`config.mk`:
```
export PLATFORM = sky130hd
export DESIGN_NAME = gpio_regs_flat
export DESIGN_NICKNAME = d
export VERILOG_FILES = /design/src/croc_lite_pkg.sv /design/src/obi_bus_if.sv /design/src/gpio_regs.sv /design/src/flat_wrapper.sv
export SDC_FILE = /design/constraint.sdc
export NUM_CORES = 1
export LEC_CHECK = 0
export BUFFER_PORTS_ARGS = -buffer_cell sky130_fd_sc_hd__buf_2
export CELL_PAD_IN_SITES_DETAIL_PLACEMENT = 1
export CELL_PAD_IN_SITES_GLOBAL_PLACEMENT = 2
export CORE_UTILIZATION = 32
export CTS_CLUSTER_SIZE = 40
export DETAILED_ROUTE_END_ITERATION = 10
export PLACE_DENSITY = 0.93
export SLEW_MARGIN = 10
export SYNTH_ARGS = -nofsm -noshare
export SYNTH_HDL_FRONTEND = slang
export SYNTH_SLANG_ARGS = --single-unit
```
`constraint.sdc`:
```
create_clock -name clk_i -period 2.1 [get_ports clk_i]
set_input_delay 0 -clock clk_i [delete_from_list [all_inputs] [get_ports clk_i]]
set_output_delay 0 -clock clk_i [all_outputs]
set_load 0.1 [all_outputs]
```
`src/croc_lite_pkg.sv`:
```
// Shared bus types, address map and register offsets, referenced by scoped names in the design
package croc_lite_pkg;

  // ----------------------------------------------------------
  // Bus types
  // ----------------------------------------------------------
  typedef logic [31:0] addr_t;
  typedef logic [31:0] data_t;
  typedef logic [3:0]  be_t;
  typedef logic [1:0]  sel_t;

  // Subordinate select codes
  localparam sel_t SelSram    = 2'd0;
  localparam sel_t SelSocCtrl = 2'd1;
  localparam sel_t SelGpio    = 2'd2;
  localparam sel_t SelError   = 2'd3;

  // ----------------------------------------------------------
  // Address map
  // ----------------------------------------------------------
  localparam addr_t SramBaseAddr    = 32'h1000_0000;
  localparam addr_t SocCtrlBaseAddr = 32'h0300_0000;
  localparam addr_t GpioBaseAddr    = 32'h0300_5000;

  // Every peripheral gets a 4 KiB window
  localparam addr_t PeriphSpan = 32'h0000_1000;

  // Returned on any access outside the map
  localparam data_t ErrRspData = 32'hBADC_AB1E;

  // ----------------------------------------------------------
  // Register offsets within a peripheral window
  // ----------------------------------------------------------
  // SoC control
  localparam addr_t BootAddrOffset = 32'h0;
  localparam addr_t FetchEnOffset  = 32'h4;

  // GPIO
  localparam addr_t GpioDirOffset = 32'h0;
  localparam addr_t GpioOutOffset = 32'h4;
  localparam addr_t GpioInOffset  = 32'h8;

endpackage

```
`src/obi_bus_if.sv`:
```
// One OBI-style request/response bus, connected through its mgr and sbr modports
`timescale 1ns/10ps

interface obi_bus_if;

  // Address phase, driven by the manager
  logic                 req;
  croc_lite_pkg::addr_t addr;
  logic                 we;
  croc_lite_pkg::be_t   be;
  croc_lite_pkg::data_t wdata;

  // Grant and response phase, driven by the subordinate
  logic                 gnt;
  logic                 rvalid;
  croc_lite_pkg::data_t rdata;
  logic                 err;

  modport mgr (
    output req, addr, we, be, wdata,
    input  gnt, rvalid, rdata, err
  );

  modport sbr (
    input  req, addr, we, be, wdata,
    output gnt, rvalid, rdata, err
  );

endinterface

```
`src/gpio_regs.sv`:
```
// GPIO block with direction and output registers and synchronized pin inputs
`timescale 1ns/10ps

module gpio_regs #(
  parameter int unsigned GpioCount = 16
) (
  input  logic                 clk_i,
  input  logic                 arst_n_i,
  obi_bus_if.sbr               bus,
  input  logic [GpioCount-1:0] gpio_i,
  output logic [GpioCount-1:0] gpio_o,
  output logic [GpioCount-1:0] gpio_out_en_o
);

  croc_lite_pkg::addr_t reg_off;
  croc_lite_pkg::data_t rdata_d;
  croc_lite_pkg::data_t rdata_q;
  logic [GpioCount-1:0] wmask;
  logic [GpioCount-1:0] wbits;
  logic [GpioCount-1:0] dir_q;
  logic [GpioCount-1:0] out_q;
  logic [GpioCount-1:0] sync_q;
  logic [GpioCount-1:0] in_q;
  logic                 rvalid_q;

  assign reg_off = bus.addr & (croc_lite_pkg::PeriphSpan - 1);
  assign wbits   = bus.wdata[GpioCount-1:0];

  // Per-pin mask from byte enables
  always_comb begin
    for (int i = 0; i < GpioCount; i++) begin
      wmask[i] = bus.be[i/8];
    end
  end

  // ----------------------------------------------------------
  // Registers and input synchronizer
  // ----------------------------------------------------------
  always_ff @(posedge clk_i or negedge arst_n_i) begin
    if (!arst_n_i) begin
      dir_q  <= '0;
      out_q  <= '0;
      sync_q <= '0;
      in_q   <= '0;
    end else begin
      sync_q <= gpio_i;
      in_q   <= sync_q;
      if (bus.req && bus.we && reg_off == croc_lite_pkg::GpioDirOffset) begin
        dir_q <= (dir_q & ~wmask) | (wbits & wmask);
      end
      if (bus.req && bus.we && reg_off == croc_lite_pkg::GpioOutOffset) begin
        out_q <= (out_q & ~wmask) | (wbits & wmask);
      end
    end
  end

  always_comb begin
    case (reg_off)
      croc_lite_pkg::GpioDirOffset: rdata_d = croc_lite_pkg::data_t'(dir_q);
      croc_lite_pkg::GpioOutOffset: rdata_d = croc_lite_pkg::data_t'(out_q);
      croc_lite_pkg::GpioInOffset:  rdata_d = croc_lite_pkg::data_t'(in_q);
      default:                      rdata_d = '0;
    endcase
  end

  // Response path
  always_ff @(posedge clk_i) begin
    if (bus.req && !bus.we) begin
      rdata_q <= rdata_d;
    end
  end

  always_ff @(posedge clk_i or negedge arst_n_i) begin
    if (!arst_n_i) begin
      rvalid_q <= 1'b0;
    end else begin
      rvalid_q <= bus.req;
    end
  end

  assign bus.gnt    = 1'b1;
  assign bus.rvalid = rvalid_q;
  assign bus.rdata  = rdata_q;
  assign bus.err    = 1'b0;

  assign gpio_o        = out_q;
  assign gpio_out_en_o = dir_q;

endmodule

```
`src/flat_wrapper.sv`:
```
// flat-port wrapper written by rule: the top's interface ports become plain ports
module gpio_regs_flat 
#(
  parameter int unsigned GpioCount = 16
)
  (clk_i, arst_n_i, gpio_i, gpio_o, gpio_out_en_o, bus_req, bus_addr, bus_we, bus_be, bus_wdata, bus_gnt, bus_rvalid, bus_rdata, bus_err);
  obi_bus_if bus_i ();
  input  logic clk_i;
  input  logic arst_n_i;
  input  logic [GpioCount-1:0] gpio_i;
  output logic [GpioCount-1:0] gpio_o;
  output logic [GpioCount-1:0] gpio_out_en_o;
  input wire logic [$bits(bus_i.req)-1:0] bus_req;
  input wire logic [$bits(bus_i.addr)-1:0] bus_addr;
  input wire logic [$bits(bus_i.we)-1:0] bus_we;
  input wire logic [$bits(bus_i.be)-1:0] bus_be;
  input wire logic [$bits(bus_i.wdata)-1:0] bus_wdata;
  output wire logic [$bits(bus_i.gnt)-1:0] bus_gnt;
  output wire logic [$bits(bus_i.rvalid)-1:0] bus_rvalid;
  output wire logic [$bits(bus_i.rdata)-1:0] bus_rdata;
  output wire logic [$bits(bus_i.err)-1:0] bus_err;
  assign bus_i.req = bus_req;
  assign bus_i.addr = bus_addr;
  assign bus_i.we = bus_we;
  assign bus_i.be = bus_be;
  assign bus_i.wdata = bus_wdata;
  assign bus_gnt = bus_i.gnt;
  assign bus_rvalid = bus_i.rvalid;
  assign bus_rdata = bus_i.rdata;
  assign bus_err = bus_i.err;
  gpio_regs #(.GpioCount(GpioCount)) u_core (.clk_i(clk_i), .arst_n_i(arst_n_i), .bus(bus_i), .gpio_i(gpio_i), .gpio_o(gpio_o), .gpio_out_en_o(gpio_out_en_o));
endmodule
```
==> results of run 1 <==
-- what timing repair did --
| action | CTS | global route |
|---|---|---|
| gates resized for setup | 0 | 0 |
| hold buffers | 34 | 0 |
| setup buffers | 0 | 0 |
| endpoints found under the hold margin | 114 | 0 |
-- critical path, stage by stage --
cell	delay, ns
dlygate4sd3_1	0.53
buf_2	0.12
nand3b_1	0.30
nor4_4	0.30
buf_4	0.24
mux2_2	0.36
-- layer usage --
metal	track usage	wire (um)
met1	0.189	3300
met5	0	0
met3	0.0283	316
met2	0.265	3990
met4	0.0745	148
-- per-stage QoR --
stage               instance area [um2]  hold WS (ns)  power, W  worst slack (ns)
finish                             4380         0.201   0.00305             0.480
global route                       4380         0.193   0.00317             0.390
CTS                                4380         0.182   0.00309             0.490
detailed placement                 3890        0.0630   0.00210             0.198
global placement                   3890        0.0390   0.00210             0.277
floorplan                          3360        -0.296   0.00201             0.462
-- cell usage in the layout (no fill, tap or decap), drive strengths merged --
master       count
dfrtp           65
or2             16
a21oi           16
dlygate4sd3     34
clkbuf          14
clkinv           1
buf            107
nor4             4
nor2b            2
mux2i           16
or4bb            2
or4              3
nand3b           1
conb            18
nand2           16
or4b             2
mux2            32
edfxtp          16
-- cell families (layout without fill, tap and decap cells) --
group                  after synthesis  in the layout  share of synthesized area
flip-flops                          81             81                      0.639
AO/OA/AOI/OAI                       16             16                     0.0356
multiplexers                        48             48                      0.158
AND/OR/NAND/NOR                     46             46                      0.102
buffers and inverters               27            156                     0.0633
other                                2             18                    0.00228
-- worst max-delay path by stage --
stage	to	startpoint	cells after the start	slack [ns]
after CTS	register	bus_req	6	0.49
after global placement	register	bus_addr[1]	5	0.28
final	register	bus_req	6	0.48
after detailed placement	register	bus_addr[1]	5	0.20
after global routing	register	bus_req	6	0.39
after floorplan	register	bus_addr[1]	4	0.46
-- where the power goes --
part / internal [W] / switching, W / leakage (nW)
Sequential: 0.00165 / 0.0000127 / 0.973
Clock: 0.000424 / 0.000508 / 0.0745
Combinational: 0.000106 / 0.000352 / 1.05
-- area by class of cell --
class,count,area share
clock buffer,14,0.0326
sequential,81,0.481
clock inverter,1,0.00114
multi-input combinational,128,0.239
timing repair buffer,141,0.208
tap,133,0.0380
==> key figures, run 1 <==
Status
  • Run status: complete, no violations

STA
  • Slew Viols, Final: 0
  • Fin crit share: 0.771
  • Worst-Margin Slew: 0.648 ns
  • RSZ-0062 raised after global routing: no
  • FMAX: 617 MHz
  • Final Hold Vio Count: 0
  • Setup-failing EPs final: 0
  • Fin Setup TNS: 0 ns
  • Clk_skew: 0.00418 ns
  • Rel. slew slack: 0.567
  • Min cycle time layout: 1.62 ns

Logic synthesis
  • Post-synthesis sequential area ratio: 0.639
  • Dominant cell type by area after synthesis: dfrtp_1
  • Top FF cell, synth: dfrtp_1
  • Post-synth EDFFs: 16
  • Top area cells in the synthesized netlist: dfrtp_1 (49%), edfxtp_1 (15%), mux2_2 (11%)
  • FF+latch count, synth: 81
  • Syn_area_per_cell: 15.0 um2
  • Synthesized area: 0.00330 mm2
  • Asr flop ratio synth: 0.802
  • Distinct cells, synth: 21
  • Top cells by count, synth: dfrtp_1 (65), mux2_2 (32), buf_4 (20)
  • Share of the synthesized area in the top cell type: 0.493
  • Count leader, synth: dfrtp_1
  • Mapped Cells: 220
  • Yosys warnings: 0

Finish
  • Final core utilization: 0.444
  • Fraction of layout cells with a size suffix above 1: 0.499
  • Nets: 449
  • Sequential cell area: 0.00211 mm2
  • Fill cells: 1,050
  • Antenna cell count: 0
  • Non-filler cells, final: 498
  • Multi-input logic area: 0.00105 mm2
  • Syn-to-layout area delta: 32.7%

Min path
  • Hold Path Stages: 3
  • Hold path start: bus_we
  • Hold EP: u_core.bus.rdata[12]
  • Worst Hold Class: input pin to register

CTS
  • # clock sinks: 81
  • CTS Buffer Depth: 2
  • H-tree depth: 3
  • Clk slew on worst S/H paths: 0.08 ns
  • CTS tree: done
  • CTS buffer count: 9
  • Latest clock arrival within the worst-skew pair: 0.34 ns
  • Clock root cell: clkbuf_8

Die
  • Row cnt: 36
  • # IOs: 155
  • Core area: 0.00986 mm2
  • Die height: 104 um
  • Initial Util: 0.334
  • Die Area: 0.0107 mm2
  • Die X: 104 um

Route
  • Via-to-Cell Ratio: 4.38
  • Total number of vias: 2,183
  • Pre-antenna DRT Iters: 3
  • Routed WL: 7.76 mm
  • Final ANT Viol Nets: 0
  • Remaining routing DRC violations: 0
  • Number of DRC markers in iteration 0: 38
  • Routed WL per cell: 15.6 um

Place
  • RePlAce Congestion: 0.692
  • Port bufs: 98
  • Placed Cells: 449
  • Post-DP HPWL: 5.21 mm

Global routing
  • Antenna violations before repair: 0
  • GR Overflow Total: 0
  • First-pass GRT wire length: 12.5 mm
  • Gr usage total: 0.155
  • Vias in the first global route: 2,341
  • Largest net degree at the start of global routing: 66

Critical path
  • Worst-path fanout max: 8
  • CP endpoint kind: register
  • R2r setup slk: 1.06 ns
  • Crit start category: input pin
  • Data required time of the worst path: 2.33 ns
  • Crit Path Category: input pin to register
  • Worst r2r path cells: 3
  • Arrival time at the worst endpoint: 1.85 ns
  • RR Endpoint: u_core.bus.rdata[0]

Pwr
  • Pleak: 2.10 nW
  • Power density cells: 697 mW/mm2
  • Worst VDD drop: 0.247 mV

Job
  • MaxCap Viol Count: 0
Power figures use the tool's default switching activity.
==> inputs of run 2 (changes only) <==
Settings changed: CORE_UTILIZATION 32 to 26, PLACE_DENSITY 0.93 to 0.82.
Clock period 2.1 ns to 1.4 ns, I/O delays scaled along.
==> run 2 against run 1 <==
Against the previous run:
- the flow now finishes with violations (setup timing)
- final cell count is 9.2% higher
- sequential power up 50%
- clock-buffer cell count down 5
- clock power increased by 150%
- design area grew 9.2%
- wire length grew 8.7%
- setup slack got worse by 0.49 ns
- via count up 1.6%
- combinational power rose by 56%
- sequential share of layout area fell by 3.9 points
- highest routed layer unchanged
- utilization shrank 5.2 points
- first-iteration DRC count increased by 18%
==> key figures, run 2 (synthesis gave the netlist of run 1 again) <==
Status
  • Run status: complete, but fails checks
  • Failing checks: setup timing

Pwr
  • Pleak: 2.23 nW (+6.3%)
  • Power, Total: 0.00552 W (+81%)
  • Seq pwr share: 0.451 (-0.093)
  • Sw Ratio: 0.269 (-0.0167)
  • Worst VDD drop: 0.497 mV (+100%)
  • Switching power total: 0.00149 W (+70%)
  • Clock power share: 0.419 (+0.113)
  • Gate power share: 0.130 (-0.020)
  • Power density cells: 1150 mW/mm2 (+66%)
  • Int Pwr: 0.00403 W (+85%)

Critical path
  • Arrival time at the worst endpoint: 1.63 ns (-0.22 ns)
  • Crit start category: input pin
  • CP startpoint: bus_addr[8]
  • R2r setup slk: 0.36 ns (-0.70 ns)
  • Crit Path Category: input pin to register
  • Data required time of the worst path: 1.61 ns (-0.72 ns)
  • CP endpoint kind: register
  • Worst-path fanout max: 8 (unchanged)

Global routing
  • Gr usage total: 0.129 (-0.0265)
  • Largest net degree at the start of global routing: 66 (unchanged)
  • Vias in the first global route: 2,379 (+1.6%)
  • First-pass GRT wire length: 12.4 mm (-0.28%)
  • GR Overflow Total: 0 (unchanged)
  • Antenna violations before repair: 0 (unchanged)

Route
  • Remaining routing DRC violations: 0 (unchanged)
  • Via-to-Cell Ratio: 4.08 (-7.0%)
  • Pre-antenna DRT Iters: 4 (+1)
  • Routed WL per cell: 15.5 um (-0.48%)
  • Total number of vias: 2,217 (+1.6%)
  • Routed WL: 8.43 mm (+8.7%)
  • Number of DRC markers in iteration 0: 45 (+18%)
  • Final ANT Viol Nets: 0 (unchanged)

STA
  • Fin crit share: 1.01
  • Hold slack: 0.198 ns (-0.00304 ns)
  • Fin worst setup slack: -0.0124 ns (-0.493 ns)
  • FMAX: 708 MHz
  • Setup-failing EPs final: 5 (+5)
  • Slew Viols, Final: 0 (unchanged)
  • RSZ-0062 raised after global routing: yes
  • Min cycle time layout: 1.41 ns
  • Fin Setup TNS: -0.0500 ns (-0.0500 ns)
  • Clk_skew: 0.00374 ns (-0.000441 ns)
  • Final Hold Vio Count: 0 (unchanged)

Die
  • Row cnt: 40 (+11%)
  • Core area: 0.0122 mm2 (+24%)
  • Die X: 115 um (+11%)
  • Initial Util: 0.270 (-0.0643)
  • # IOs: 155 (unchanged)
  • Die height: 115 um (+11%)
  • Die Area: 0.0131 mm2 (+23%)

Place
  • Worst slack, placed: -0.375 ns (-0.573 ns)
  • Post-DP HPWL: 5.67 mm (+8.7%)
  • Port bufs: 98 (unchanged)
  • RePlAce Congestion: 0.759 (+9.7%)

CTS
  • Latest clock arrival within the worst-skew pair: 0.33 ns (about the same)
  • CTS Buffer Depth: 2 (unchanged)
  • CTS buffer count: 9 (unchanged)
  • Clock root cell: clkbuf_16
  • CTS tree: done
  • Clk slew on worst S/H paths: 0.06 ns (-0.02 ns)
  • # clock sinks: 81 (unchanged)
  • H-tree depth: 3 (unchanged)

Finish
  • Nets: 459 (+2.2%)
  • Most common cell after layout, fill and taps aside: buf_2
  • Syn-to-layout area delta: 44.9%
  • Fraction of layout cells with a size suffix above 1: 0.551 (+0.0519)
  • Antenna cell count: 0 (unchanged)
  • Fill cells: 1,319 (+26%)
  • Most frequent cells in the layout: buf_2 (95), dfrtp_1 (60), dlygate4sd3_1 (34)

Min path
  • Hold path start: bus_we
  • Worst Hold Class: input pin to register

Job
  • MaxCap Viol Count: 0 (unchanged)
==> run 2: final cells by class <==
type                       instances  area (um2)  area share
sequential                        81        2110       0.442
multi-input combinational        129        1130       0.236
timing repair buffer             150        1030       0.216
clock buffer                       9         225      0.0471
tap                              168         210      0.0440
clock inverter                     7        71.3      0.0149
==> run 2: final timing paths <==
| kind | end | depth (start not counted) |
|---|---|---|
| hold reg to reg | u_core.in_q[6] | 0 |
| setup reg to reg | u_core.bus.rdata[7] | 3 |
| hold / removal | u_core.bus.rdata[0] | 3 |
| max in group asynchronous | async pin | 3 |
| min in group asynchronous | async pin | 3 |
| setup / recovery | register | 5 |
==> run 2: stage by stage <==
stage                     instance area, um2  instances  utilization
after floorplan                         3370        236            -
after global placement                  4030        492        0.330
after CTS                               4680        542        0.383
after global routing                    4780        544        0.392
final                                   4780        544        0.392
after detailed placement                4030        492        0.330
==> run 2: critical path, cell delays in order <==
cell and delay, ns:
buf_6 0.09, or4_4 0.64, nor4_4 0.38, buf_12 0.18
mux2_2 0.33
==> run 2: routing by layer <==
layer,GRT usage,vias up,routed length (um)
met5,0,-,0
met3,0.0265,12,422
li1,-,1037,-
met1,0.151,1097,3670
met4,0.0675,0,157
met2,0.221,71,4180
==> run 2: power groups by stage <==
stage	registers, W	logic (W)	clock network, W
final	0.00249	0.000716	0.00231
after global routing	0.00250	0.000754	0.00249
after CTS	0.00249	0.000707	0.00238
after detailed placement	0.00254	0.000631	0
after global placement	0.00253	0.000624	0
after floorplan	0.00270	0.000316	0
==> run 2: timing repair <==
action	4_1_cts	5_1_grt
pin swaps	0	5
hold buffers	34	0
setup endpoints to repair	20	37
hold endpoints to repair	114	0
resized for setup	4	24
setup buffers	0	1
cloned	0	1
