[config.mk]
export PLATFORM = sky130hd
export DESIGN_NAME = bus_demux_flat
export DESIGN_NICKNAME = d
export VERILOG_FILES = /design/src/croc_lite_pkg.sv /design/src/obi_bus_if.sv /design/src/bus_demux.sv /design/src/flat_wrapper.sv
export SDC_FILE = /design/constraint.sdc
export NUM_CORES = 1
export LEC_CHECK = 0
export BUFFER_PORTS_ARGS = -buffer_cell sky130_fd_sc_hd__buf_2
export CORE_AREA = 2 2 163 165
export CTS_CLUSTER_DIAMETER = 100
export DETAILED_ROUTE_END_ITERATION = 10
export DIE_AREA = 0 0 165 167
export GPL_TIMING_DRIVEN = 0
export PLACE_DENSITY = 0.37
export RECOVER_POWER = 25
export SLEW_MARGIN = 20
export SYNTH_ARGS = -nofsm -noshare
export SYNTH_HDL_FRONTEND = slang
export SYNTH_SLANG_ARGS = --single-unit
[constraint.sdc]
create_clock -name clk_i -period 2.9 [get_ports clk_i]
set_input_delay 0.435 -clock clk_i [delete_from_list [all_inputs] [get_ports clk_i]]
set_output_delay 0.435 -clock clk_i [all_outputs]
set_load 0.01 [all_outputs]
[src/croc_lite_pkg.sv]
// Shared bus types, address map and register offsets, referenced by scoped names in the design
package croc_lite_pkg;

  // ----------------------------------------------------------
  // Bus types
  // ----------------------------------------------------------
  typedef logic [31:0] addr_t;
  typedef logic [31:0] data_t;
  typedef logic [3:0]  be_t;
  typedef logic [1:0]  sel_t;

  // Subordinate select codes
  localparam sel_t SelSram    = 2'd0;
  localparam sel_t SelSocCtrl = 2'd1;
  localparam sel_t SelGpio    = 2'd2;
  localparam sel_t SelError   = 2'd3;

  // ----------------------------------------------------------
  // Address map
  // ----------------------------------------------------------
  localparam addr_t SramBaseAddr    = 32'h1000_0000;
  localparam addr_t SocCtrlBaseAddr = 32'h0300_0000;
  localparam addr_t GpioBaseAddr    = 32'h0300_5000;

  // Every peripheral gets a 4 KiB window
  localparam addr_t PeriphSpan = 32'h0000_1000;

  // Returned on any access outside the map
  localparam data_t ErrRspData = 32'hBADC_AB1E;

  // ----------------------------------------------------------
  // Register offsets within a peripheral window
  // ----------------------------------------------------------
  // SoC control
  localparam addr_t BootAddrOffset = 32'h0;
  localparam addr_t FetchEnOffset  = 32'h4;

  // GPIO
  localparam addr_t GpioDirOffset = 32'h0;
  localparam addr_t GpioOutOffset = 32'h4;
  localparam addr_t GpioInOffset  = 32'h8;

endpackage

[src/obi_bus_if.sv]
// One OBI-style request/response bus, connected through its mgr and sbr modports
`timescale 1ns/10ps

interface obi_bus_if;

  // Address phase, driven by the manager
  logic                 req;
  croc_lite_pkg::addr_t addr;
  logic                 we;
  croc_lite_pkg::be_t   be;
  croc_lite_pkg::data_t wdata;

  // Grant and response phase, driven by the subordinate
  logic                 gnt;
  logic                 rvalid;
  croc_lite_pkg::data_t rdata;
  logic                 err;

  modport mgr (
    output req, addr, we, be, wdata,
    input  gnt, rvalid, rdata, err
  );

  modport sbr (
    input  req, addr, we, be, wdata,
    output gnt, rvalid, rdata, err
  );

endinterface

[src/bus_demux.sv]
// Address decoder and demultiplexer from the external manager to SRAM and peripherals
`timescale 1ns/10ps

module bus_demux #(
  parameter int unsigned SramNumWords = 1024
) (
  input  logic   clk_i,
  input  logic   arst_n_i,
  obi_bus_if.sbr mgr_bus,
  obi_bus_if.mgr sram_bus,
  obi_bus_if.mgr soc_ctrl_bus,
  obi_bus_if.mgr gpio_bus
);

  localparam croc_lite_pkg::addr_t SramSpan = croc_lite_pkg::addr_t'(SramNumWords * 4);

  croc_lite_pkg::sel_t sel_d;
  croc_lite_pkg::sel_t sel_q;
  logic                accept;
  logic                err_rsp_q;

  // ----------------------------------------------------------
  // Address decode
  // ----------------------------------------------------------
  // Offset from each base wraps around, so one compare per window
  always_comb begin
    sel_d = croc_lite_pkg::SelError;
    if ((mgr_bus.addr - croc_lite_pkg::SramBaseAddr) < SramSpan) begin
      sel_d = croc_lite_pkg::SelSram;
    end else if ((mgr_bus.addr - croc_lite_pkg::SocCtrlBaseAddr) <
                 croc_lite_pkg::PeriphSpan) begin
      sel_d = croc_lite_pkg::SelSocCtrl;
    end else if ((mgr_bus.addr - croc_lite_pkg::GpioBaseAddr) <
                 croc_lite_pkg::PeriphSpan) begin
      sel_d = croc_lite_pkg::SelGpio;
    end
  end

  // ----------------------------------------------------------
  // Request fan-out
  // ----------------------------------------------------------
  // Only req is qualified by the select
  assign sram_bus.req       = mgr_bus.req && (sel_d == croc_lite_pkg::SelSram);
  assign sram_bus.addr      = mgr_bus.addr;
  assign sram_bus.we        = mgr_bus.we;
  assign sram_bus.be        = mgr_bus.be;
  assign sram_bus.wdata     = mgr_bus.wdata;

  assign soc_ctrl_bus.req   = mgr_bus.req && (sel_d == croc_lite_pkg::SelSocCtrl);
  assign soc_ctrl_bus.addr  = mgr_bus.addr;
  assign soc_ctrl_bus.we    = mgr_bus.we;
  assign soc_ctrl_bus.be    = mgr_bus.be;
  assign soc_ctrl_bus.wdata = mgr_bus.wdata;

  assign gpio_bus.req       = mgr_bus.req && (sel_d == croc_lite_pkg::SelGpio);
  assign gpio_bus.addr      = mgr_bus.addr;
  assign gpio_bus.we        = mgr_bus.we;
  assign gpio_bus.be        = mgr_bus.be;
  assign gpio_bus.wdata     = mgr_bus.wdata;

  // Unmapped accesses are always granted
  always_comb begin
    case (sel_d)
      croc_lite_pkg::SelSram:    mgr_bus.gnt = sram_bus.gnt;
      croc_lite_pkg::SelSocCtrl: mgr_bus.gnt = soc_ctrl_bus.gnt;
      croc_lite_pkg::SelGpio:    mgr_bus.gnt = gpio_bus.gnt;
      default:                   mgr_bus.gnt = 1'b1;
    endcase
  end

  assign accept = mgr_bus.req && mgr_bus.gnt;

  // Target of the access now in its response phase
  always_ff @(posedge clk_i or negedge arst_n_i) begin
    if (!arst_n_i) begin
      sel_q     <= croc_lite_pkg::SelError;
      err_rsp_q <= 1'b0;
    end else begin
      err_rsp_q <= accept && (sel_d == croc_lite_pkg::SelError);
      if (accept) begin
        sel_q <= sel_d;
      end
    end
  end

  // ----------------------------------------------------------
  // Response mux
  // ----------------------------------------------------------
  always_comb begin
    case (sel_q)
      croc_lite_pkg::SelSram: begin
        mgr_bus.rvalid = sram_bus.rvalid;
        mgr_bus.rdata  = sram_bus.rdata;
        mgr_bus.err    = sram_bus.err;
      end
      croc_lite_pkg::SelSocCtrl: begin
        mgr_bus.rvalid = soc_ctrl_bus.rvalid;
        mgr_bus.rdata  = soc_ctrl_bus.rdata;
        mgr_bus.err    = soc_ctrl_bus.err;
      end
      croc_lite_pkg::SelGpio: begin
        mgr_bus.rvalid = gpio_bus.rvalid;
        mgr_bus.rdata  = gpio_bus.rdata;
        mgr_bus.err    = gpio_bus.err;
      end
      default: begin
        // Error response generated here
        mgr_bus.rvalid = err_rsp_q;
        mgr_bus.rdata  = croc_lite_pkg::ErrRspData;
        mgr_bus.err    = err_rsp_q;
      end
    endcase
  end

endmodule

[src/flat_wrapper.sv]
// flat-port wrapper written by rule: the top's interface ports become plain ports
module bus_demux_flat 
#(
  parameter int unsigned SramNumWords = 1024
)
  (clk_i, arst_n_i, mgr_bus_req, mgr_bus_addr, mgr_bus_we, mgr_bus_be, mgr_bus_wdata, mgr_bus_gnt, mgr_bus_rvalid, mgr_bus_rdata, mgr_bus_err, sram_bus_req, sram_bus_addr, sram_bus_we, sram_bus_be, sram_bus_wdata, sram_bus_gnt, sram_bus_rvalid, sram_bus_rdata, sram_bus_err, soc_ctrl_bus_req, soc_ctrl_bus_addr, soc_ctrl_bus_we, soc_ctrl_bus_be, soc_ctrl_bus_wdata, soc_ctrl_bus_gnt, soc_ctrl_bus_rvalid, soc_ctrl_bus_rdata, soc_ctrl_bus_err, gpio_bus_req, gpio_bus_addr, gpio_bus_we, gpio_bus_be, gpio_bus_wdata, gpio_bus_gnt, gpio_bus_rvalid, gpio_bus_rdata, gpio_bus_err);
  obi_bus_if mgr_bus_i ();
  obi_bus_if sram_bus_i ();
  obi_bus_if soc_ctrl_bus_i ();
  obi_bus_if gpio_bus_i ();
  input  logic clk_i;
  input  logic arst_n_i;
  input wire logic [$bits(mgr_bus_i.req)-1:0] mgr_bus_req;
  input wire logic [$bits(mgr_bus_i.addr)-1:0] mgr_bus_addr;
  input wire logic [$bits(mgr_bus_i.we)-1:0] mgr_bus_we;
  input wire logic [$bits(mgr_bus_i.be)-1:0] mgr_bus_be;
  input wire logic [$bits(mgr_bus_i.wdata)-1:0] mgr_bus_wdata;
  output wire logic [$bits(mgr_bus_i.gnt)-1:0] mgr_bus_gnt;
  output wire logic [$bits(mgr_bus_i.rvalid)-1:0] mgr_bus_rvalid;
  output wire logic [$bits(mgr_bus_i.rdata)-1:0] mgr_bus_rdata;
  output wire logic [$bits(mgr_bus_i.err)-1:0] mgr_bus_err;
  output wire logic [$bits(sram_bus_i.req)-1:0] sram_bus_req;
  output wire logic [$bits(sram_bus_i.addr)-1:0] sram_bus_addr;
  output wire logic [$bits(sram_bus_i.we)-1:0] sram_bus_we;
  output wire logic [$bits(sram_bus_i.be)-1:0] sram_bus_be;
  output wire logic [$bits(sram_bus_i.wdata)-1:0] sram_bus_wdata;
  input wire logic [$bits(sram_bus_i.gnt)-1:0] sram_bus_gnt;
  input wire logic [$bits(sram_bus_i.rvalid)-1:0] sram_bus_rvalid;
  input wire logic [$bits(sram_bus_i.rdata)-1:0] sram_bus_rdata;
  input wire logic [$bits(sram_bus_i.err)-1:0] sram_bus_err;
  output wire logic [$bits(soc_ctrl_bus_i.req)-1:0] soc_ctrl_bus_req;
  output wire logic [$bits(soc_ctrl_bus_i.addr)-1:0] soc_ctrl_bus_addr;
  output wire logic [$bits(soc_ctrl_bus_i.we)-1:0] soc_ctrl_bus_we;
  output wire logic [$bits(soc_ctrl_bus_i.be)-1:0] soc_ctrl_bus_be;
  output wire logic [$bits(soc_ctrl_bus_i.wdata)-1:0] soc_ctrl_bus_wdata;
  input wire logic [$bits(soc_ctrl_bus_i.gnt)-1:0] soc_ctrl_bus_gnt;
  input wire logic [$bits(soc_ctrl_bus_i.rvalid)-1:0] soc_ctrl_bus_rvalid;
  input wire logic [$bits(soc_ctrl_bus_i.rdata)-1:0] soc_ctrl_bus_rdata;
  input wire logic [$bits(soc_ctrl_bus_i.err)-1:0] soc_ctrl_bus_err;
  output wire logic [$bits(gpio_bus_i.req)-1:0] gpio_bus_req;
  output wire logic [$bits(gpio_bus_i.addr)-1:0] gpio_bus_addr;
  output wire logic [$bits(gpio_bus_i.we)-1:0] gpio_bus_we;
  output wire logic [$bits(gpio_bus_i.be)-1:0] gpio_bus_be;
  output wire logic [$bits(gpio_bus_i.wdata)-1:0] gpio_bus_wdata;
  input wire logic [$bits(gpio_bus_i.gnt)-1:0] gpio_bus_gnt;
  input wire logic [$bits(gpio_bus_i.rvalid)-1:0] gpio_bus_rvalid;
  input wire logic [$bits(gpio_bus_i.rdata)-1:0] gpio_bus_rdata;
  input wire logic [$bits(gpio_bus_i.err)-1:0] gpio_bus_err;
  assign mgr_bus_i.req = mgr_bus_req;
  assign mgr_bus_i.addr = mgr_bus_addr;
  assign mgr_bus_i.we = mgr_bus_we;
  assign mgr_bus_i.be = mgr_bus_be;
  assign mgr_bus_i.wdata = mgr_bus_wdata;
  assign mgr_bus_gnt = mgr_bus_i.gnt;
  assign mgr_bus_rvalid = mgr_bus_i.rvalid;
  assign mgr_bus_rdata = mgr_bus_i.rdata;
  assign mgr_bus_err = mgr_bus_i.err;
  assign sram_bus_req = sram_bus_i.req;
  assign sram_bus_addr = sram_bus_i.addr;
  assign sram_bus_we = sram_bus_i.we;
  assign sram_bus_be = sram_bus_i.be;
  assign sram_bus_wdata = sram_bus_i.wdata;
  assign sram_bus_i.gnt = sram_bus_gnt;
  assign sram_bus_i.rvalid = sram_bus_rvalid;
  assign sram_bus_i.rdata = sram_bus_rdata;
  assign sram_bus_i.err = sram_bus_err;
  assign soc_ctrl_bus_req = soc_ctrl_bus_i.req;
  assign soc_ctrl_bus_addr = soc_ctrl_bus_i.addr;
  assign soc_ctrl_bus_we = soc_ctrl_bus_i.we;
  assign soc_ctrl_bus_be = soc_ctrl_bus_i.be;
  assign soc_ctrl_bus_wdata = soc_ctrl_bus_i.wdata;
  assign soc_ctrl_bus_i.gnt = soc_ctrl_bus_gnt;
  assign soc_ctrl_bus_i.rvalid = soc_ctrl_bus_rvalid;
  assign soc_ctrl_bus_i.rdata = soc_ctrl_bus_rdata;
  assign soc_ctrl_bus_i.err = soc_ctrl_bus_err;
  assign gpio_bus_req = gpio_bus_i.req;
  assign gpio_bus_addr = gpio_bus_i.addr;
  assign gpio_bus_we = gpio_bus_i.we;
  assign gpio_bus_be = gpio_bus_i.be;
  assign gpio_bus_wdata = gpio_bus_i.wdata;
  assign gpio_bus_i.gnt = gpio_bus_gnt;
  assign gpio_bus_i.rvalid = gpio_bus_rvalid;
  assign gpio_bus_i.rdata = gpio_bus_rdata;
  assign gpio_bus_i.err = gpio_bus_err;
  bus_demux #(.SramNumWords(SramNumWords)) u_core (.clk_i(clk_i), .arst_n_i(arst_n_i), .mgr_bus(mgr_bus_i), .sram_bus(sram_bus_i), .soc_ctrl_bus(soc_ctrl_bus_i), .gpio_bus(gpio_bus_i));
endmodule
==> flow_summary.ini <==
[synthesis]
synth_compound_area_share_pct = 13.2
synth_cell_type_count = 41
synthSimpleGateAreaFrac_pct = 11.7
ys_warn_count = 0
avgSynthCellArea_sq_um = 7.60
synth-edff-count = 0
yosysSeqAreaShare_pct = 2.79
synth_top_family_by_area = buffers and inverters
synth_ff_type = dfstp_2
synth-async-reset-ratio_pct = 100
syn_nets = 543
syn_inst = 366
synthAdderAreaFrac_pct = 0
muxShareOfSynthArea_pct = 14.7
synth_area_sq_mm = 0.00278
synth_seq_cells = 3
synth-xor-area-share_pct = 0

[sta]
slew_violations = 0
hold_ws_ns = 0.0167
skew_ns = 0
setup_tns_ns = -0.0798
layout_setup_ws_ns = -0.0601
fin_crit_ns = 2.96
rsz0062_at_grt = true
slew_headroom_pct = 60.0
finalHoldViolCount = 0
fmax_mhz = 338
setup_viol = 2
min_period_over_period_pct = 102
tightestPinTransition_ns = 0.600

[floorplanning]
fp.dieW_um = 165
die_area_sq_mm = 0.0276
initial_core_util_pct = 10.8
rows = 59
ios = 422
die_h_um = 167
coreArea_sq_mm = 0.0258

[drt]
drc = 0
drtIter0Drc = 76
vias = 3506
viasPerCell = 3.23
wl_per_cell_um = 13.3
firstDrtPassIters = 5
ant_nets = 0
wl_um = 14400

[setup_path]
critPathKind = in2out
worstSetupEndpointType = output port
required_ns = 2.47
crit_path_start_kind = primary input
arrival_ns = 2.53
worstPathMaxFanout = 6

[clocking]
clockBufferDepth = 2
clock-root-buffer = clkbuf_16
hold_buffers = 0
clk_latency_ns = 0.22
path_clk_slew_ns = 0.03
cts_tree = yes
cts_num_sinks = 3
cts-buffers-inserted = 3
htreeDepth = 1

[cells_and_area]
drive_above_1_share_pct = 76.3
final_net_count = 925
layoutNonFillerInstCount = 1084
areaGrowthSynthToFinish_pct = 87.1

[status]
status = finished, violations left
violations = negative setup slack

[placement]
preCtsSetupSlack_ns = -0.967
dp_hpwl_um = 12800
place_inst = 1073
gp_congestion = 0.709
port_buffers = 372

[pwr]
max-vdd-ir-drop_uv = 114
p_per_area_mw_per_mm2 = 165
totalPowerFinal_mw = 0.858
power.leakage_nw = 2.83

[global_route]
grtUsageTotal_pct = 9.26
overflow = 0
grt_pass1_wl_um = 19600
grt_max_degree = 11
antenna_found_initial = 2
grt_pass1_vias = 3175

[worst_hold_path]
hold_class = in2async

[run]
max-cap-violations = 0
synthesized netlist by cell type, types with 3 or more instances:
master | n | area, sq um
nor3_1 | 3 | 15.0
o22a_1 | 19 | 166
nor4_1 | 4 | 25.0
buf_4 | 207 | 1550
mux2_2 | 19 | 214
nor2_1 | 9 | 33.8
o21ai_0 | 18 | 90.1
mux2i_1 | 15 | 150
nand2_1 | 17 | 63.8
buf_1 | 3 | 11.3
clkbuf_1 | 8 | 30.0
or2_2 | 3 | 18.8
cell type report:
cell class	count	area, sq um
Antenna cell	2	5.00
Buffer	216	1600
Clock buffer	4	78.8
Fill cell	2952	20600
Inverter	2	7.51
Multi-Input combinational cell	143	1140
Sequential cell	3	77.6
Tap cell	335	419
Timing Repair Buffer	379	1880
critical path: stages:
cell	delay [ns]
buf_8	0.10
or4_4	0.57
o41a_1	0.36
a2111o_1	0.42
nor4_4	0.24
nor3b_2	0.21
buf_2	0.17
power by group:
part | switching [mW] | internal [mW] | total [mW] | leakage, nW
clock | 0.0360 | 0.181 | 0.217 | 0.0382
sequential | 0.000869 | 0.0430 | 0.0439 | 0.0327
combinational | 0.239 | 0.358 | 0.597 | 2.76
layer usage:
metal	GRT usage (%)	vias to the layer above	wire length [um]
met1	11.4	1523	5870
met2	17.0	169	7300
met5	0	-	0
met4	0.605	0	31
li1	-	1810	-
met3	2.02	4	1170
flip-flops by register name, indices dropped and copies added, names as in the netlist:
signal	count
u_core.err_rsp_q	1
u_core.sel_q	2
through the flow:
stage	area, sq um	util [%]
floorplan	2780	-
global placement	5060	19.6
detailed placement	5060	19.6
CTS	5230	20.3
global route	5200	20.2
finish	5200	20.2
worst paths after layout:
kind,startpoint,end,slack (ns),depth (start not counted)
setup / recovery,mgr_bus_addr[17],gpio_bus_req,-0.06,7
hold / removal,arst_n_i,u_core.err_rsp_q,0.02,1
setup reg to reg,u_core.sel_q[1],u_core.sel_q[1],1.14,4
hold reg to reg,u_core.sel_q[0],u_core.sel_q[0],0.65,2
max in group asynchronous,arst_n_i,u_core.sel_q[1],2.65,1
min in group clk_i,mgr_bus_req,u_core.sel_q[0],0.54,3
placed cells by master, fill, tap and decap left out, types with 3 or more instances in the layout:
master,netlist,routed
clkbuf_1,8,65
nand2_1,17,17
or2_2,3,3
clkbuf_16,0,3
buf_4,207,216
nor3_1,3,3
buf_8,0,3
mux2i_1,15,14
nor2_1,9,9
buf_2,0,307
o22a_1,19,19
o21ai_0,18,17
mux2_2,19,19
timing repair:
action / 4_1_cts / 5_1_grt
setup endpoints to repair: 28 / 14
gates resized for setup: 19 / 6
setup buffers: 5 / 2
pin swaps: 5 / 0
kinds of logic after synthesis:
kind of cell    Yosys count
compound gates           51
buf+inv                 220
flops                     3
mux                      36
simple gates             56
No activity file was read; power rests on OpenSTA's default activity.
