[src/croc_lite_pkg.sv]
// Shared bus types, address map and register offsets, referenced by scoped names in the design
package croc_lite_pkg;

  // ----------------------------------------------------------
  // Bus types
  // ----------------------------------------------------------
  typedef logic [31:0] addr_t;
  typedef logic [31:0] data_t;
  typedef logic [3:0]  be_t;
  typedef logic [1:0]  sel_t;

  // Subordinate select codes
  localparam sel_t SelSram    = 2'd0;
  localparam sel_t SelSocCtrl = 2'd1;
  localparam sel_t SelGpio    = 2'd2;
  localparam sel_t SelError   = 2'd3;

  // ----------------------------------------------------------
  // Address map
  // ----------------------------------------------------------
  localparam addr_t SramBaseAddr    = 32'h1000_0000;
  localparam addr_t SocCtrlBaseAddr = 32'h0300_0000;
  localparam addr_t GpioBaseAddr    = 32'h0300_5000;

  // Every peripheral gets a 4 KiB window
  localparam addr_t PeriphSpan = 32'h0000_1000;

  // Returned on any access outside the map
  localparam data_t ErrRspData = 32'hBADC_AB1E;

  // ----------------------------------------------------------
  // Register offsets within a peripheral window
  // ----------------------------------------------------------
  // SoC control
  localparam addr_t BootAddrOffset = 32'h0;
  localparam addr_t FetchEnOffset  = 32'h4;

  // GPIO
  localparam addr_t GpioDirOffset = 32'h0;
  localparam addr_t GpioOutOffset = 32'h4;
  localparam addr_t GpioInOffset  = 32'h8;

endpackage

[src/obi_bus_if.sv]
// One OBI-style request/response bus, connected through its mgr and sbr modports
`timescale 1ns/10ps

interface obi_bus_if;

  // Address phase, driven by the manager
  logic                 req;
  croc_lite_pkg::addr_t addr;
  logic                 we;
  croc_lite_pkg::be_t   be;
  croc_lite_pkg::data_t wdata;

  // Grant and response phase, driven by the subordinate
  logic                 gnt;
  logic                 rvalid;
  croc_lite_pkg::data_t rdata;
  logic                 err;

  modport mgr (
    output req, addr, we, be, wdata,
    input  gnt, rvalid, rdata, err
  );

  modport sbr (
    input  req, addr, we, be, wdata,
    output gnt, rvalid, rdata, err
  );

endinterface

[src/soc_ctrl_regs.sv]
// SoC control registers holding the boot address and fetch enable
`timescale 1ns/10ps

module soc_ctrl_regs (
  input  logic                 clk_i,
  input  logic                 arst_n_i,
  input  logic                 fetch_en_i,
  obi_bus_if.sbr               bus,
  output croc_lite_pkg::addr_t boot_addr_o,
  output logic                 fetch_enable_o
);

  localparam int unsigned NumBytes = $bits(croc_lite_pkg::be_t);

  croc_lite_pkg::addr_t reg_off;
  croc_lite_pkg::addr_t boot_addr_q;
  croc_lite_pkg::data_t rdata_d;
  croc_lite_pkg::data_t rdata_q;
  logic                 fetchen_q;
  logic                 rvalid_q;

  assign reg_off = bus.addr & (croc_lite_pkg::PeriphSpan - 1);

  // ----------------------------------------------------------
  // Register writes
  // ----------------------------------------------------------
  always_ff @(posedge clk_i or negedge arst_n_i) begin
    if (!arst_n_i) begin
      boot_addr_q <= croc_lite_pkg::SramBaseAddr;
      fetchen_q   <= 1'b0;
    end else if (bus.req && bus.we) begin
      if (reg_off == croc_lite_pkg::BootAddrOffset) begin
        for (int b = 0; b < NumBytes; b++) begin
          if (bus.be[b]) begin
            boot_addr_q[8*b +: 8] <= bus.wdata[8*b +: 8];
          end
        end
      end
      // Enable bit lives in the lowest byte
      if (reg_off == croc_lite_pkg::FetchEnOffset && bus.be[0]) begin
        fetchen_q <= bus.wdata[0];
      end
    end
  end

  // Unknown offsets read zero
  always_comb begin
    rdata_d = '0;
    if (reg_off == croc_lite_pkg::BootAddrOffset) begin
      rdata_d = boot_addr_q;
    end else if (reg_off == croc_lite_pkg::FetchEnOffset) begin
      rdata_d[0] = fetchen_q;
    end
  end

  // ----------------------------------------------------------
  // Response
  // ----------------------------------------------------------
  always_ff @(posedge clk_i) begin
    if (bus.req && !bus.we) begin
      rdata_q <= rdata_d;
    end
  end

  always_ff @(posedge clk_i or negedge arst_n_i) begin
    if (!arst_n_i) begin
      rvalid_q <= 1'b0;
    end else begin
      rvalid_q <= bus.req;
    end
  end

  assign bus.gnt    = 1'b1;
  assign bus.rvalid = rvalid_q;
  assign bus.rdata  = rdata_q;
  assign bus.err    = 1'b0;

  assign boot_addr_o    = boot_addr_q;
  // External pin can also start the fetch
  assign fetch_enable_o = fetchen_q | fetch_en_i;

endmodule

[src/flat_wrapper.sv]
// flat-port wrapper written by rule: the top's interface ports become plain ports
module soc_ctrl_regs_flat 
  (clk_i, arst_n_i, fetch_en_i, boot_addr_o, fetch_enable_o, bus_req, bus_addr, bus_we, bus_be, bus_wdata, bus_gnt, bus_rvalid, bus_rdata, bus_err);
  obi_bus_if bus_i ();
  input  logic clk_i;
  input  logic arst_n_i;
  input  logic fetch_en_i;
  output croc_lite_pkg::addr_t boot_addr_o;
  output logic fetch_enable_o;
  input wire logic [$bits(bus_i.req)-1:0] bus_req;
  input wire logic [$bits(bus_i.addr)-1:0] bus_addr;
  input wire logic [$bits(bus_i.we)-1:0] bus_we;
  input wire logic [$bits(bus_i.be)-1:0] bus_be;
  input wire logic [$bits(bus_i.wdata)-1:0] bus_wdata;
  output wire logic [$bits(bus_i.gnt)-1:0] bus_gnt;
  output wire logic [$bits(bus_i.rvalid)-1:0] bus_rvalid;
  output wire logic [$bits(bus_i.rdata)-1:0] bus_rdata;
  output wire logic [$bits(bus_i.err)-1:0] bus_err;
  assign bus_i.req = bus_req;
  assign bus_i.addr = bus_addr;
  assign bus_i.we = bus_we;
  assign bus_i.be = bus_be;
  assign bus_i.wdata = bus_wdata;
  assign bus_gnt = bus_i.gnt;
  assign bus_rvalid = bus_i.rvalid;
  assign bus_rdata = bus_i.rdata;
  assign bus_err = bus_i.err;
  soc_ctrl_regs u_core (.clk_i(clk_i), .arst_n_i(arst_n_i), .fetch_en_i(fetch_en_i), .bus(bus_i), .boot_addr_o(boot_addr_o), .fetch_enable_o(fetch_enable_o));
endmodule
[config.mk]
export PLATFORM = sky130hd
export DESIGN_NAME = soc_ctrl_regs_flat
export DESIGN_NICKNAME = d
export VERILOG_FILES = /design/src/croc_lite_pkg.sv /design/src/obi_bus_if.sv /design/src/soc_ctrl_regs.sv /design/src/flat_wrapper.sv
export SDC_FILE = /design/constraint.sdc
export NUM_CORES = 1
export LEC_CHECK = 0
export BUFFER_PORTS_ARGS = -buffer_cell sky130_fd_sc_hd__buf_4
export CAP_MARGIN = 20
export CORE_MARGIN = 8
export CORE_UTILIZATION = 40
export DETAILED_ROUTE_END_ITERATION = 8
export PLACE_DENSITY = 0.87
export SLEW_MARGIN = 30
export SYNTH_ARGS = -nofsm -noshare
export SYNTH_HDL_FRONTEND = slang
export SYNTH_SLANG_ARGS = --single-unit
[constraint.sdc]
create_clock -name clk_i -period 0.85 [get_ports clk_i]
set_input_delay 0.085 -clock clk_i [delete_from_list [all_inputs] [get_ports clk_i]]
set_output_delay 0.085 -clock clk_i [all_outputs]
set_load 0.02 [all_outputs]
==> results of run 1 <==
sequential cells by signal, summed over array words and instances, names as in the netlist:
name and cells:
u_core.fetchen_q 1, u_core.bus.rdata 32, u_core.bus.rvalid 1, u_core.boot_addr_o 32
stage by stage:
| step | utilization [%] | cell area (um2) | hold WS (ns) | worst slack (ns) | TNS (ns) |
|---|---|---|---|---|---|
| 2_1_floorplan | - | 2651 | -0.2106 | -0.7435 | -42.26 |
| 3_3_place_gp | 59.00 | 3725 | 0.05656 | -0.8851 | -49.05 |
| 3_5_place_dp | 59.00 | 3725 | 0.07287 | -0.9202 | -50.17 |
| 4_1_cts | 76.18 | 4810 | 0.1991 | -0.4191 | -30.75 |
| 5_1_grt | 77.43 | 4888 | 0.2094 | -0.4772 | -34.70 |
| 6_report | 77.43 | 4888 | 0.2151 | -0.4121 | -29.03 |
worst register-to-register path, delay by kind of cell (launching register included):
kind | cells | cell delay (ns)
multiplexers | 1 | 0.18
buffers and inverters | 1 | 0.13
flip-flops | 1 | 0.41
AND/OR/NAND/NOR | 1 | 0.08
Yosys cell counts:
master / number / share of area (%)
and2_1: 31 / 7.4
conb_1: 2 / 0.29
mux2i_1: 1 / 0.38
nor2_1: 4 / 0.58
buf_4: 2 / 0.58
clkbuf_1: 4 / 0.58
mux2_1: 2 / 0.86
nor2b_1: 1 / 0.24
dfstp_2: 1 / 1.0
edfxtp_1: 32 / 37
dfrtp_1: 33 / 32
nor4_4: 4 / 3.3
nand2_1: 2 / 0.29
or2_2: 1 / 0.24
nand4_4: 1 / 0.82
nor4_2: 1 / 0.48
mux2_2: 31 / 13
nor3_1: 2 / 0.38
inv_1: 4 / 0.58
cells by family (layout without fill, tap and decap cells):
family        after synthesis  in the layout  share of synthesized area [%]
other cells                 2              3                         0.2883
flops                      66             66                          69.60
mux                        34             34                          14.65
buf+inv                    10            212                          1.729
simple gates               47             47                          13.74
cells in the final DEF (no fill, tap or decap):
cell,instances
dlygate4sd3_1,34
dfrtp_2,1
mux2_4,28
nor2_1,3
nand2_1,2
bufinv_16,1
buf_12,3
clkbuf_1,1
dfstp_2,1
diode_2,1
mux2_2,5
or2_4,1
nor2b_4,1
and2_1,31
nand4_4,1
nor3_2,2
mux2i_1,1
inv_1,4
buf_6,75
nor4_4,5
nor2_4,1
dfrtp_1,32
conb_1,2
edfxtp_1,32
buf_4,80
clkbuf_8,14
worst max path at each step:
stage	depth (start not counted)	start	slack, ns	end
detailed placement	6	bus_addr[5]	-0.92	u_core.boot_addr_o[18]$_DFFE_PN0P_
global placement	6	bus_addr[5]	-0.89	u_core.boot_addr_o[22]$_DFFE_PN0P_
global route	6	bus_addr[6]	-0.48	u_core.boot_addr_o[14]$_DFFE_PN0P_
finish	6	bus_addr[6]	-0.41	u_core.boot_addr_o[31]$_DFFE_PN0P_
floorplan	4	bus_addr[5]	-0.74	u_core.boot_addr_o[16]$_DFFE_PN0P_
CTS	6	bus_addr[6]	-0.42	u_core.boot_addr_o[7]$_DFFE_PN0P_
where the power goes:
part,switching [mW],internal [mW]
clock network,1.11,1.76
logic,0.283,0.404
registers,0.0247,3.40
what timing repair did:
item | in CTS | in global routing
endpoints found under the hold margin | 67 | 0
hold buffers | 34 | 0
gates resized for setup | 86 | 15
pin swaps | 7 | 2
setup buffers | 26 | 4
setup endpoints to repair | 131 | 131
cloned | 0 | 0
layout make-up:
type | instances | area, um2 | share of cell area, %
Tap cell | 77 | 96.34 | 1.971
Multi-Input combinational cell | 83 | 888.4 | 18.17
Clock buffer | 15 | 196.4 | 4.018
Clock inverter | 1 | 30.03 | 0.6143
Sequential cell | 66 | 1814 | 37.11
Inverter | 4 | 15.01 | 0.3071
Timing Repair Buffer | 192 | 1846 | 37.75
Antenna cell | 1 | 2.502 | 0.05119
metal layers:
metal  GRT usage, %  vias up
met4          7.692        0
met5              0        -
met3          6.401       18
li1               -      945
met1          15.73      997
met2          29.64       86
==> flow_summary.yaml, run 1 <==
place:
  dpl.cell_count: 359
  portBuffers: 118
  place_congestion: 0.7228
  hpwl_mm: 4.949
die:
  core_um2: 6314
  die_area_um2: 9351
  die_w_um: 96.70
  start_util_pct: 41.26
  fp.dieH_um: 96.70
  io_pins: 141
  num_rows: 29
layout:
  finalNetCount: 429
  syn_to_final_growth_pct: 87.66
  drive_gt1_share_pct: 60.66
  nFillCells: 363
  fin_cells: 439
timing:
  final-setup-viol-count: 131
  fin_skew_ns: 0.009278
  finalHoldViolCount: 0
  fin_crit_sh_pct: 148.5
  setup_slack_ns: -0.4121
  fin_crit_ns: 1.262
  final_max_slew_viol_count: 0
  max_freq_mhz: 792.3
  rsz0062_at_grt: "true"
run:
  maxCapViolations: 0
setup_path:
  critPathBufInv: 2
  cp-end-kind: "flop"
  path_class: "in -> reg"
  crit_fanout: 8
  worstSetupStartpointType: "input port"
  rrSetupSlack_ns: -0.20
  worst_r2r_path_depth: 3
  cp.required_ns: 1.06
  critical_path.top_delay_family: "simple AND/OR/NAND/NOR gates"
  reg2reg_to: "u_core.bus.rdata[0]$_DFFE_PP_"
  crit_slowest_cell: "mux2_4"
  path_cells: "buf_6 -> nor4_4 -> nand4_4 -> nor4_4 -> buf_6 -> mux2_4"
  arrival_ns: 1.48
  reg2reg_from: "u_core.fetchen_q$_DFFE_PN0P_"
  critPathMaxStageDelay_ns: 0.31
synthesis:
  postSynthNetCount: 232
  ys.warnings.count: 0
  synth_cell_types: 19
  ys_ff_latch: 66
  ys_seq_area_share_pct: 69.60
  synthCells: 159
  syn_avg_cell_area_um2: 16.38
  mappedNetlistArea_um2: 2605
hold_path:
  min_from: "bus_we"
  min_to: "u_core.bus.rdata[6]$_SDFFCE_PP0P_"
  hold_class: "in -> reg"
  hold_depth: 3
route:
  drc: 0
  wl_met3_um: 576
  drt-total-wl_mm: 7.904
  vias: 2046
  wl_met1_mm: 2.845
  route.met2.wl_mm: 4.298
  drtIter0Drc: 55
  ant_nets: 0
  routed_via_density: 4.661
  dr.pass1.iters: 5
  wl_per_cell_um: 18.00
  highest_layer: "met4"
global_routing:
  grtUsageTotal_pct: 16.32
  grt_overflow: 0
  grt_max_degree: 35
  grt_pass1_vias: 2353
  antenna_found_initial: 1
  grt_pass1_wl_mm: 12.22
power_and_ir_drop:
  peakVddDrop_mv: 0.8637
  power.total_mw: 6.982
  p_leak_nw: 2.298
  power_density_nw_per_um2: 1428
outcome:
  outcome: "complete, but fails checks"
  violations: "negative setup slack"
cts:
  cts_buffers: 9
  clk_latency_ns: 0.33
  cts.path.max_buffers: 2
  h-tree-depth: 3
  clkTransAtPathRegs_ns: 0.07
  clock_sinks: 66
  cts-root-buf: "clkbuf_8"
  cts_tree: "done"
(Power assumes the default switching activity.)
==> run 2: changes to the inputs <==
--- a/config.mk
+++ b/config.mk
@@ -9,6 +9,9 @@
 export CAP_MARGIN = 20
+export CELL_PAD_IN_SITES_DETAIL_PLACEMENT = 0
+export CELL_PAD_IN_SITES_GLOBAL_PLACEMENT = 1
 export CORE_MARGIN = 8
-export CORE_UTILIZATION = 40
+export CORE_UTILIZATION = 32
+export CTS_BUF_LIST = sky130_fd_sc_hd__clkbuf_8
 export DETAILED_ROUTE_END_ITERATION = 8
-export PLACE_DENSITY = 0.87
+export PLACE_DENSITY = 0.89
 export SLEW_MARGIN = 30
--- a/constraint.sdc
+++ b/constraint.sdc
@@ -3,2 +3,2 @@
 set_output_delay 0.085 -clock clk_i [all_outputs]
-set_load 0.02 [all_outputs]
+set_load 0.01 [all_outputs]
==> run 2 against run 1 <==
Against the previous run: maximum frequency down 0.58%; clock-buffer cell count down 6; the flow still finishes with violations (negative setup slack); critical path type unchanged; via count up 1.3%; clock skew up 0.0026 ns; largest cell class unchanged; largest power group unchanged; design area up 2.4%; highest routed layer unchanged.
==> flow_summary.yaml, run 2 (synthesis results as in run 1) <==
die:
  start_util_pct: 32.35
  die_area_um2: 11280
  die_w_um: 106.2
  core_um2: 8051
  io_pins: 141
  num_rows: 33
  fp.dieH_um: 106.2
hold_path:
  min_to: "u_core.bus.rdata[0]$_DFFE_PP_"
  hold_class: "in -> reg"
  hold_depth: 4
  min_from: "bus_addr[6]"
cts:
  cts_tree: "done"
  clock_sinks: 66
  cts-root-buf: "clkbuf_8"
  clkTransAtPathRegs_ns: 0.06
  clk_latency_ns: 0.34
  cts_buffers: 9
  h-tree-depth: 3
  cts.path.max_buffers: 2
setup_path:
  cp-end-kind: "flop"
  rrSetupSlack_ns: -0.09
  reg2reg_from: "u_core.boot_addr_o[9]$_DFFE_PN0P_"
  worstSetupStartpointType: "input port"
  cp.required_ns: 1.07
  path_class: "in -> reg"
  reg2reg_to: "u_core.boot_addr_o[9]$_DFFE_PN0P_"
  worst_r2r_path_depth: 2
  arrival_ns: 1.49
  crit_fanout: 8
place:
  place_ws_ns: -0.9082
  portBuffers: 118
  place_congestion: 0.7184
layout:
  syn_to_final_growth_pct: 92.08
  finalNetCount: 439
  drive_gt1_share_pct: 63.61
  final_common_cell: "buf_4"
  final_cell_mix: "91 x buf_4, 72 x buf_6, 34 x dlygate4sd3_1, 33 x dfrtp_1"
  fin_util_pct: 62.14
timing:
  final_max_slew_viol_count: 0
  finalHoldViolCount: 0
  fin_crit_sh_pct: 149.3
  max_freq_mhz: 787.7
  final-setup-viol-count: 131
  fin_skew_ns: 0.01187
  setup_slack_ns: -0.4195
  rsz0062_at_grt: "true"
  fin_crit_ns: 1.269
global_routing:
  grt_max_degree: 35
  grt_pass1_vias: 2433
  grt_overflow: 0
  grt_pass1_wl_mm: 12.83
  grtUsageTotal_pct: 14.80
  antenna_found_initial: 1
power_and_ir_drop:
  power.internal_mw: 5.127
  power.total_mw: 6.555
  power_frac_clock_pct: 37.9
  power_frac_comb_pct: 9.9
  peakVddDrop_mv: 0.6142
  power_density_nw_per_um2: 1310
  p_leak_nw: 2.350
  sw_frac_of_total_pct: 21.79
  power.switching_mw: 1.429
  seqPwrFrac_pct: 52.2
route:
  drtIter0Drc: 47
  routed_via_density: 4.346
  drc: 0
  dr.pass1.iters: 4
  drt-total-wl_mm: 8.145
  wl_per_cell_um: 17.08
  vias: 2073
  ant_nets: 0
outcome:
  outcome: "complete, but fails checks"
  violations: "negative setup slack"
run:
  maxCapViolations: 0
==> run 2: cell count changes in the layout (fill, tap and decap cells not counted), moves of 3 or more <==
| cell | before | now |
|---|---|---|
| and2_4 | 0 | 9 |
| buf_6 | 75 | 72 |
| mux2_4 | 28 | 32 |
| clkbuf_8 | 14 | 9 |
| buf_4 | 80 | 91 |
| mux2_2 | 5 | 1 |
| and2_1 | 31 | 22 |
==> run 2: per-layer routing <==
| layer | GRT usage [%] | wire length, um | part of all wire (%) |
|---|---|---|---|
| met1 | 14.29 | 2876 | 35 |
| met2 | 27.39 | 4527 | 56 |
| met3 | 4.719 | 509 | 6.2 |
| met4 | 7.940 | 232 | 2.8 |
| met5 | 0 | 0 | 0 |
==> run 2: cell type report <==
class	instances	area, um2
fill	621	3048
timing repair buffer	202	1929
sequential	66	1813
multi-input combinational	83	925.9
tap	105	131.4
clock buffer	9	123.9
clock inverter	7	62.56
inverter	4	15.01
antenna	1	2.502
==> run 2: metrics by stage <==
| stage | TNS [ns] | area (um2) | instances | hold slack [ns] |
|---|---|---|---|---|
| CTS | -31.36 | 4876 | 470 | 0.2421 |
| global placement | -52.07 | 3801 | 391 | 0.06531 |
| detailed placement | -54.57 | 3801 | 391 | 0.07201 |
| global route | -34.89 | 5004 | 477 | 0.1617 |
| finish | -29.52 | 5004 | 477 | 0.1772 |
| floorplan | -42.24 | 2650 | 159 | -0.2106 |
==> run 2: power by group through the flow <==
| stage | registers [mW] | clock network (mW) | logic (mW) |
|---|---|---|---|
| final | 3.42 | 2.49 | 0.649 |
| after global routing | 3.42 | 2.71 | 0.696 |
| after CTS | 3.42 | 2.55 | 0.646 |
| after detailed placement | 3.48 | 0 | 0.481 |
| after global placement | 3.47 | 0 | 0.473 |
| after floorplan | 3.50 | 0 | 0.0841 |
==> run 2: how the worst max path moves through the flow <==
stage,cells after the start,slack [ns],to,from
finish,7,-0.42,u_core.boot_addr_o[25]$_DFFE_PN0P_,bus_addr[6]
global route,7,-0.46,u_core.boot_addr_o[9]$_DFFE_PN0P_,bus_addr[6]
CTS,6,-0.44,u_core.boot_addr_o[1]$_DFFE_PN0P_,bus_addr[6]
detailed placement,6,-0.91,u_core.boot_addr_o[6]$_DFFE_PN0P_,bus_addr[5]
global placement,6,-0.85,u_core.boot_addr_o[18]$_DFFE_PN0P_,bus_addr[5]
floorplan,4,-0.74,u_core.boot_addr_o[16]$_DFFE_PN0P_,bus_addr[5]
==> run 2: critical path, cell delays in order <==
cell     delay (ns)
buf_6          0.09
nor4_4         0.30
nand4_4        0.17
buf_4          0.18
nor4_4         0.14
buf_6          0.20
mux2_4         0.31
==> run 2: what timing repair did <==
item / in CTS / in global routing
endpoints found under the hold margin: 67 / 0
setup endpoints to repair: 131 / 131
buffers inserted: 28 / 6
gates cloned: 1 / 0
resized for setup: 89 / 24
hold buffers: 34 / 0
pin swaps: 6 / 12
